<file path="config.mk">
export PLATFORM = sky130hd
export DESIGN_NAME = z80QuadrantCore
export DESIGN_NICKNAME = d
export VERILOG_FILES = /design/src/common/z80DataPkg.sv /design/src/common/z80OpcodePkg.sv /design/src/z80QuadrantCore.sv /design/src/regResult.sv /design/src/alu/aluExecute.sv /design/src/decoder/opDecoder.sv
export VERILOG_INCLUDE_DIRS = /design/src /design/src/common
export SDC_FILE = /design/constraint.sdc
export NUM_CORES = 1
export LEC_CHECK = 0
export BUFFER_PORTS_ARGS = -buffer_cell sky130_fd_sc_hd__clkbuf_2
export CORE_MARGIN = 3
export CORE_UTILIZATION = 56
export DETAILED_ROUTE_END_ITERATION = 8
export PLACE_DENSITY = 0.84
export SYNTH_ARGS = -nofsm -noshare
export SYNTH_HDL_FRONTEND = slang
export SYNTH_SLANG_ARGS = --single-unit
</file>
<file path="constraint.sdc">
create_clock -name clk -period 4.9 [get_ports clk]
set_input_delay 0.245 -clock clk [delete_from_list [all_inputs] [get_ports clk]]
set_output_delay 0.245 -clock clk [all_outputs]
set_load 0.01 [all_outputs]
</file>
<file path="src/common/z80_defs.svh">
// Shared width, register, DAA and flag-position constants; include wherever they are needed.
`ifndef Z80_DEFS_SVH
`define Z80_DEFS_SVH

// Datapath.
`define Z80_DATA_W      8
`define Z80_REG_COUNT   8

// Register code of the (HL) memory operand, not supported by this unit.
`define Z80_REG_HL_MEM  3'd6

// DAA correction constants.
`define Z80_DAA_LOW     8'h06
`define Z80_DAA_HIGH    8'h60
`define Z80_DAA_BOTH    8'h66

// Bit positions inside the F byte.
`define Z80_FLAG_S      7
`define Z80_FLAG_Z      6
`define Z80_FLAG_H      4
`define Z80_FLAG_PV     2
`define Z80_FLAG_N      1
`define Z80_FLAG_C      0

`endif
</file>
<file path="src/common/z80DataPkg.sv">
// Data-side types (bytes, register codes, flags) imported by the quadrant unit and its testbench.
`include "z80_defs.svh"

package z80DataPkg;

    typedef logic [`Z80_DATA_W-1:0] byteT;

    // Z80 register order: B, C, D, E, H, L, (HL), A.
    typedef logic [$clog2(`Z80_REG_COUNT)-1:0] regIdxT;

    localparam regIdxT regB = 3'd0;
    localparam regIdxT regC = 3'd1;
    localparam regIdxT regD = 3'd2;
    localparam regIdxT regE = 3'd3;
    localparam regIdxT regH = 3'd4;
    localparam regIdxT regL = 3'd5;
    localparam regIdxT regA = 3'd7;

    typedef struct packed {
        logic s;
        logic z;
        logic h;
        logic pv;
        logic n;
        logic c;
    } flagsT;

endpackage

</file>
<file path="src/common/z80OpcodePkg.sv">
// Instruction-side types (operation class, decoded control word) shared by decode and execute.
package z80OpcodePkg;

    typedef enum logic [3:0] {
        opNone    = 4'd0,
        opInc     = 4'd1,
        opDec     = 4'd2,
        opLoadImm = 4'd3,
        opRlca    = 4'd4,
        opRrca    = 4'd5,
        opRla     = 4'd6,
        opRra     = 4'd7,
        opDaa     = 4'd8,
        opCpl     = 4'd9,
        opScf     = 4'd10,
        opCcf     = 4'd11
    } opClassT;

    // Low three opcode bits of the kept groups.
    localparam logic [2:0] zInc      = 3'b100;
    localparam logic [2:0] zDec      = 3'b101;
    localparam logic [2:0] zLoadImm  = 3'b110;
    localparam logic [2:0] zAccGroup = 3'b111;

    // Accumulator group, indexed by the y field.
    localparam logic [2:0] yRlca = 3'd0;
    localparam logic [2:0] yRrca = 3'd1;
    localparam logic [2:0] yRla  = 3'd2;
    localparam logic [2:0] yRra  = 3'd3;
    localparam logic [2:0] yDaa  = 3'd4;
    localparam logic [2:0] yCpl  = 3'd5;
    localparam logic [2:0] yScf  = 3'd6;
    localparam logic [2:0] yCcf  = 3'd7;

    // Control word handed from decode to execute, 16 bits.
    typedef struct packed {
        logic              valid;
        opClassT           opClass;
        z80DataPkg::regIdxT target;
        z80DataPkg::byteT   imm;
    } decodedOpT;

endpackage

</file>
<file path="src/z80QuadrantCore.sv">
// Top level of the quadrant unit: decode, execute and result stages with two-edge latency.
`timescale 1ns/1ps

module z80QuadrantCore
    import z80DataPkg::*;
    import z80OpcodePkg::*;
(
    input  logic   clk,
    input  logic   reset,
    input  logic   opValid,
    input  byteT   opcode,
    input  byteT   immediate,
    input  regIdxT readSel,
    output byteT   readData,
    output flagsT  flags
);

    decodedOpT decodedOp;
    byteT      operand;
    flagsT     curFlags;
    logic      regWrite;
    logic      flagWrite;
    byteT      result;
    flagsT     newFlags;

    opDecoder i_opDecoder (
        .clk       (clk),
        .reset     (reset),
        .opValid   (opValid),
        .opcode    (opcode),
        .immediate (immediate),
        .decodedOp (decodedOp)
    );

    aluExecute i_aluExecute (
        .decodedOp (decodedOp),
        .operand   (operand),
        .curFlags  (curFlags),
        .regWrite  (regWrite),
        .flagWrite (flagWrite),
        .result    (result),
        .newFlags  (newFlags)
    );

    regResult i_regResult (
        .clk       (clk),
        .reset     (reset),
        .readSel   (readSel),
        .target    (decodedOp.target),
        .regWrite  (regWrite),
        .result    (result),
        .flagWrite (flagWrite),
        .newFlags  (newFlags),
        .operand   (operand),
        .curFlags  (curFlags),
        .readData  (readData),
        .flags     (flags)
    );

endmodule

</file>
<file path="src/regResult.sv">
// Result stage: register file and F register, written back from execute, with the read ports.
`timescale 1ns/1ps
`include "z80_defs.svh"

module regResult
    import z80DataPkg::*;
    import z80OpcodePkg::*;
(
    input  logic   clk,
    input  logic   reset,
    input  regIdxT readSel,
    input  regIdxT target,
    input  logic   regWrite,
    input  byteT   result,
    input  logic   flagWrite,
    input  flagsT  newFlags,
    output byteT   operand,
    output flagsT  curFlags,
    output byteT   readData,
    output flagsT  flags
);

    byteT regFile [`Z80_REG_COUNT];
    byteT fReg;

    always_ff @(posedge clk) begin
        if (reset) begin
            for (int i = 0; i < `Z80_REG_COUNT; i++) begin
                regFile[i] <= '0;
            end
        end else if (regWrite && (target != `Z80_REG_HL_MEM)) begin
            regFile[target] <= result;
        end
    end

    // F keeps the Z80 bit layout; bits 5 and 3 stay zero.
    always_ff @(posedge clk) begin
        if (reset) begin
            fReg <= '0;
        end else if (flagWrite) begin
            fReg                <= '0;
            fReg[`Z80_FLAG_S]   <= newFlags.s;
            fReg[`Z80_FLAG_Z]   <= newFlags.z;
            fReg[`Z80_FLAG_H]   <= newFlags.h;
            fReg[`Z80_FLAG_PV]  <= newFlags.pv;
            fReg[`Z80_FLAG_N]   <= newFlags.n;
            fReg[`Z80_FLAG_C]   <= newFlags.c;
        end
    end

    assign flags.s  = fReg[`Z80_FLAG_S];
    assign flags.z  = fReg[`Z80_FLAG_Z];
    assign flags.h  = fReg[`Z80_FLAG_H];
    assign flags.pv = fReg[`Z80_FLAG_PV];
    assign flags.n  = fReg[`Z80_FLAG_N];
    assign flags.c  = fReg[`Z80_FLAG_C];

    assign curFlags = flags;

    // Code 6 has no register behind it.
    assign operand  = (target == `Z80_REG_HL_MEM) ? '0 : regFile[target];
    assign readData = (readSel == `Z80_REG_HL_MEM) ? '0 : regFile[readSel];

endmodule

</file>
<file path="src/alu/aluExecute.sv">
// Execute stage: computes the new register value and flags for one decoded quadrant operation.
`timescale 1ns/1ps
`include "z80_defs.svh"

module aluExecute
    import z80DataPkg::*;
    import z80OpcodePkg::*;
(
    input  decodedOpT decodedOp,
    input  byteT      operand,
    input  flagsT     curFlags,
    output logic      regWrite,
    output logic      flagWrite,
    output byteT      result,
    output flagsT     newFlags
);

    byteT incRes;
    byteT decRes;
    byteT daaCorr;
    byteT daaRes;
    logic lowFix;
    logic highFix;

    assign incRes = operand + byteT'(1);
    assign decRes = operand - byteT'(1);

    // DAA adjusts on the nibbles of A and the flags left by the last add or subtract.
    assign lowFix  = curFlags.h || (operand[3:0] > 4'd9);
    assign highFix = curFlags.c || (operand > 8'h99);

    always_comb begin
        case ({highFix, lowFix})
            2'b01:   daaCorr = `Z80_DAA_LOW;
            2'b10:   daaCorr = `Z80_DAA_HIGH;
            2'b11:   daaCorr = `Z80_DAA_BOTH;
            default: daaCorr = '0;
        endcase
    end

    assign daaRes = curFlags.n ? (operand - daaCorr) : (operand + daaCorr);

    always_comb begin
        result   = operand;
        newFlags = curFlags;
        case (decodedOp.opClass)
            opInc: begin
                result      = incRes;
                newFlags.s  = incRes[7];
                newFlags.z  = (incRes == '0);
                newFlags.h  = (operand[3:0] == 4'hF); // Carry out of bit 3.
                newFlags.pv = (operand == 8'h7F);
                newFlags.n  = 1'b0;
            end
            opDec: begin
                result      = decRes;
                newFlags.s  = decRes[7];
                newFlags.z  = (decRes == '0);
                newFlags.h  = (operand[3:0] == 4'h0); // Borrow into bit 3.
                newFlags.pv = (operand == 8'h80);
                newFlags.n  = 1'b1;
            end
            opLoadImm: begin
                result = decodedOp.imm;
            end
            opRlca: begin
                result     = {operand[6:0], operand[7]};
                newFlags.c = operand[7];
                newFlags.h = 1'b0;
                newFlags.n = 1'b0;
            end
            opRrca: begin
                result     = {operand[0], operand[7:1]};
                newFlags.c = operand[0];
                newFlags.h = 1'b0;
                newFlags.n = 1'b0;
            end
            opRla: begin
                result     = {operand[6:0], curFlags.c}; // Rotate through carry.
                newFlags.c = operand[7];
                newFlags.h = 1'b0;
                newFlags.n = 1'b0;
            end
            opRra: begin
                result     = {curFlags.c, operand[7:1]};
                newFlags.c = operand[0];
                newFlags.h = 1'b0;
                newFlags.n = 1'b0;
            end
            opDaa: begin
                result      = daaRes;
                newFlags.s  = daaRes[7];
                newFlags.z  = (daaRes == '0);
                newFlags.h  = curFlags.n ? (curFlags.h && (operand[3:0] < 4'd6))
                                         : (operand[3:0] > 4'd9);
                newFlags.pv = ~^daaRes; // Even parity.
                newFlags.c  = highFix;
            end
            opCpl: begin
                result     = ~operand;
                newFlags.h = 1'b1;
                newFlags.n = 1'b1;
            end
            opScf: begin
                newFlags.c = 1'b1;
                newFlags.h = 1'b0;
                newFlags.n = 1'b0;
            end
            opCcf: begin
                newFlags.h = curFlags.c;
                newFlags.c = ~curFlags.c;
                newFlags.n = 1'b0;
            end
            default: begin
                result   = operand;
                newFlags = curFlags;
            end
        endcase
    end

    assign regWrite  = decodedOp.valid &&
                       (decodedOp.opClass != opScf) && (decodedOp.opClass != opCcf);
    assign flagWrite = decodedOp.valid && (decodedOp.opClass != opLoadImm);

endmodule

</file>
<file path="src/decoder/opDecoder.sv">
// Decode stage: turns a quadrant 0x00-0x3F opcode into a registered control word for execute.
`timescale 1ns/1ps
`include "z80_defs.svh"

module opDecoder
    import z80DataPkg::*;
    import z80OpcodePkg::*;
(
    input  logic      clk,
    input  logic      reset,
    input  logic      opValid,
    input  byteT      opcode,
    input  byteT      immediate,
    output decodedOpT decodedOp
);

    logic [1:0] xField;
    logic [2:0] yField;
    logic [2:0] zField;
    logic       yIsMem;

    opClassT nextClass;
    regIdxT  nextTarget;

    logic    validQ;
    opClassT opClassQ;
    regIdxT  targetQ;
    byteT    immQ;

    assign xField = opcode[7:6];
    assign yField = opcode[5:3];
    assign zField = opcode[2:0];
    assign yIsMem = (yField == `Z80_REG_HL_MEM); // (HL) operands are dropped.

    always_comb begin
        nextClass  = opNone;
        nextTarget = regA;
        if (xField == 2'b00) begin
            case (zField)
                zInc: begin
                    if (!yIsMem) begin
                        nextClass  = opInc;
                        nextTarget = yField;
                    end
                end
                zDec: begin
                    if (!yIsMem) begin
                        nextClass  = opDec;
                        nextTarget = yField;
                    end
                end
                zLoadImm: begin
                    if (!yIsMem) begin
                        nextClass  = opLoadImm;
                        nextTarget = yField;
                    end
                end
                zAccGroup: begin
                    case (yField)
                        yRlca:   nextClass = opRlca;
                        yRrca:   nextClass = opRrca;
                        yRla:    nextClass = opRla;
                        yRra:    nextClass = opRra;
                        yDaa:    nextClass = opDaa;
                        yCpl:    nextClass = opCpl;
                        yScf:    nextClass = opScf;
                        default: nextClass = opCcf;
                    endcase
                end
                default: nextClass = opNone; // Jumps, 16-bit and indirect ops.
            endcase
        end
    end

    always_ff @(posedge clk) begin
        if (reset) begin
            validQ <= 1'b0;
        end else begin
            validQ <= opValid && (nextClass != opNone);
        end
    end

    always_ff @(posedge clk) begin
        opClassQ <= nextClass;
        targetQ  <= nextTarget;
        immQ     <= immediate;
    end

    assign decodedOp = '{valid: validQ, opClass: opClassQ, target: targetQ, imm: immQ};

endmodule

</file>
==> qor.yml <==
run_status:
  status: "finished clean"
global_routing:
  antenna_found_initial: 0
  grt_use_met2: 0.478
  first_global_vias: 5202
  grt_pass1_wl_mm: 27.5
  met3_usage: 0.0756
  use_met1: 0.422
  gr-total-overflow: 0
  grt-busiest-layer: "met2"
  grt_usage: 0.313
  grt_max_degree: 35
sta:
  period_share: 0.949
  max_slew_margin: 0.391
  drv_slew: 0
  max_freq_mhz: 215
  clock_skew_ns: 0.0195
  hold_ws_ns: 0.134
  period_needed_ns: 4.65
  hold_viol_final: 0
  tightest_slew_ns: 0.890
  setup_violations: 0
yosys:
  synthCells: 603
  ys_top_cells_by_area: "edfxtp_1, dfxtp_1, nor2_1, ha_1, mux4_2"
  async_flop_share: 0
  ys_warn_count: 0
  ys_types: 84
  synth_top_area_frac: 0.320
  synth_edf_count: 62
  synthesis.area_um2: 5810
  synth-main-ff-cell: "edfxtp_1"
  synth.avg_cell_area_um2: 9.64
  yosys.area.top_type: "edfxtp_1"
  yosys_register_bits: 84
  ys_seq_area_frac: 0.396
detailed_routing:
  drtAntennaViolNets: 0
  drc: 0
  post_drt_wl_per_cell_um: 22.8
  routed_wl_mm: 17.9
  first_iter_violations: 739
  vias: 5391
  routed_via_density: 6.87
  firstDrtPassIters: 8
critical_path:
  crit_fanout: 7
  start_kind: "flip-flop"
  critPathArrivalTime_ns: 4.74
  critPathCaptureType: "flip-flop"
  crit_type: "reg -> reg"
  critPathRequiredTime_ns: 4.99
  r2r_slack_ns: 0.25
cts:
  cts-buffers-inserted: 9
  clk_pin_slew_worst_paths_ns: 0.09
  htreeDepth: 3
  cts_root_buf: "clkbuf_8"
  cts_buffer_depth: 2
  clkLatencyLatePin_ns: 0.36
  cts_sinks: 84
  cts_tree: "yes"
finish:
  diodes: 0
  drive_gt1_frac: 0.218
  area_delta_synth_final_pct: 12.6
  final_cell_mix: "nor2_1, edfxtp_1, nand2_1"
  final_common_cell: "nor2_1"
  final_area_um2: 6550
  finish.net_count: 689
place:
  place_area_um2: 6140
  finalWeightedCongestion: 1.01
  hpwlAfterDp_mm: 12.8
  place.port_buffers: 35
job:
  maxCapViolations: 0
die:
  die-area_um2: 11600
  row_count: 36
  coreArea_um2: 9950
  die_w_um: 108
  io_pins: 36
  start_util: 0.584
  die_h_um: 108
worst_hold_path:
  min_path_type: "in -> reg"
pwr:
  p_leak_nw: 2.53
  power.density_nw_per_um2: 279
  ir_drop_v: 0.000188
[logic make-up (layout without fill, tap and decap cells)]
family	count (synthesis)	in the layout	synth area share
buffers and inverters	57	101	0.0446
other	1	6	0.000645
XOR/XNOR	12	12	0.0181
multiplexers	49	49	0.112
flip-flops	84	84	0.396
AND/OR/NAND/NOR	237	237	0.212
AO/OA/AOI/OAI	143	143	0.174
adder cells (fa/ha/maj)	20	20	0.0430
[report_power, final]
group          leakage (nW)  internal, mW  total [mW]  switching, mW
clock                 0.118         0.297       0.579          0.282
combinational          1.59         0.180       0.444          0.264
sequential            0.817         0.786       0.802         0.0160
[flip-flops by register name (all words and copies together) (netlist names)]
name	count
i_regResult.regFile	62
i_opDecoder.targetQ	3
i_regResult.fReg	6
i_opDecoder.opClassQ	4
i_opDecoder.validQ	1
i_opDecoder.immQ	8
[layer usage]
metal  routed length, µm  up-vias  part of all wire
li1                    -     2362                 -
met1                6720     2566              0.37
met2                8100      401              0.45
met3                2450       62              0.14
met4                 637        0             0.036
met5                   0        -                 0
[stage by stage]
stage	setup TNS (ns)	setup slack [ns]	power [mW]	instances	util
floorplan	0	0.197	1.10	608	-
global placement	0	0.228	1.21	758	0.617
detailed placement	-0.0337	-0.0337	1.22	758	0.617
CTS	0	0.0539	1.80	782	0.648
global route	-0.00670	-0.00670	1.90	785	0.658
finish	0	0.250	1.83	785	0.658
[Yosys cell counts, types with 11 or more instances]
master and instances:
nand2_1 43, nor3_1 18, nor3b_1 11, nor2_1 87, mux4_2 11, dfxtp_1 22, o21ai_0 25, edfxtp_1 62
mux2i_1 20, mux2_2 13, inv_1 13, a21oi_1 27, ha_1 20, nand2b_1 12, clkbuf_1 28
[timing repair]
item                                   4_1_cts  5_1_grt
pin swaps                                    0        9
hold buffers                                 8        0
endpoints found under the hold margin        8        0
setup endpoints to repair                    1       25
gates resized for setup                      3       24
setup buffers                                0        3
[final cells by class]
class | instances | area (µm²)
fillers | 782 | 3410
multi-input cells | 467 | 3340
flip-flops and latches | 84 | 2310
repair buffers | 67 | 435
well taps | 133 | 166
clock buffers | 9 | 124
clock inverters | 7 | 105
inverters | 18 | 67.6
[worst max-delay path, stage by stage (launching register included)]
cell and delay (ns):
edfxtp_1 0.43, mux4_2 0.50, mux2_4 0.32, nand2_4 0.11, ha_2 0.21, nor2_2 0.04, nor3_2 0.15, nor2_1 0.09
or2_4 0.27, buf_4 0.15, ha_1 0.35, o21a_1 0.24, or3_1 0.34, a32oi_1 0.24, o221ai_1 0.17, a21oi_1 0.15
o211ai_1 0.12, o21ai_1 0.39, nor2_1 0.10
[worst paths after layout]
path / start / end / depth (start not counted)
worst max-delay path: i_regResult.regFile[6][1] / i_regResult.regFile[1][3] / 18
worst min-delay path: opValid / i_opDecoder.validQ / 2
worst max register to register: i_regResult.regFile[6][1] / i_regResult.regFile[1][3] / 18
worst min register to register: i_regResult.fReg[2] / i_regResult.fReg[2] / 2
Power figures use the tool's default switching activity.
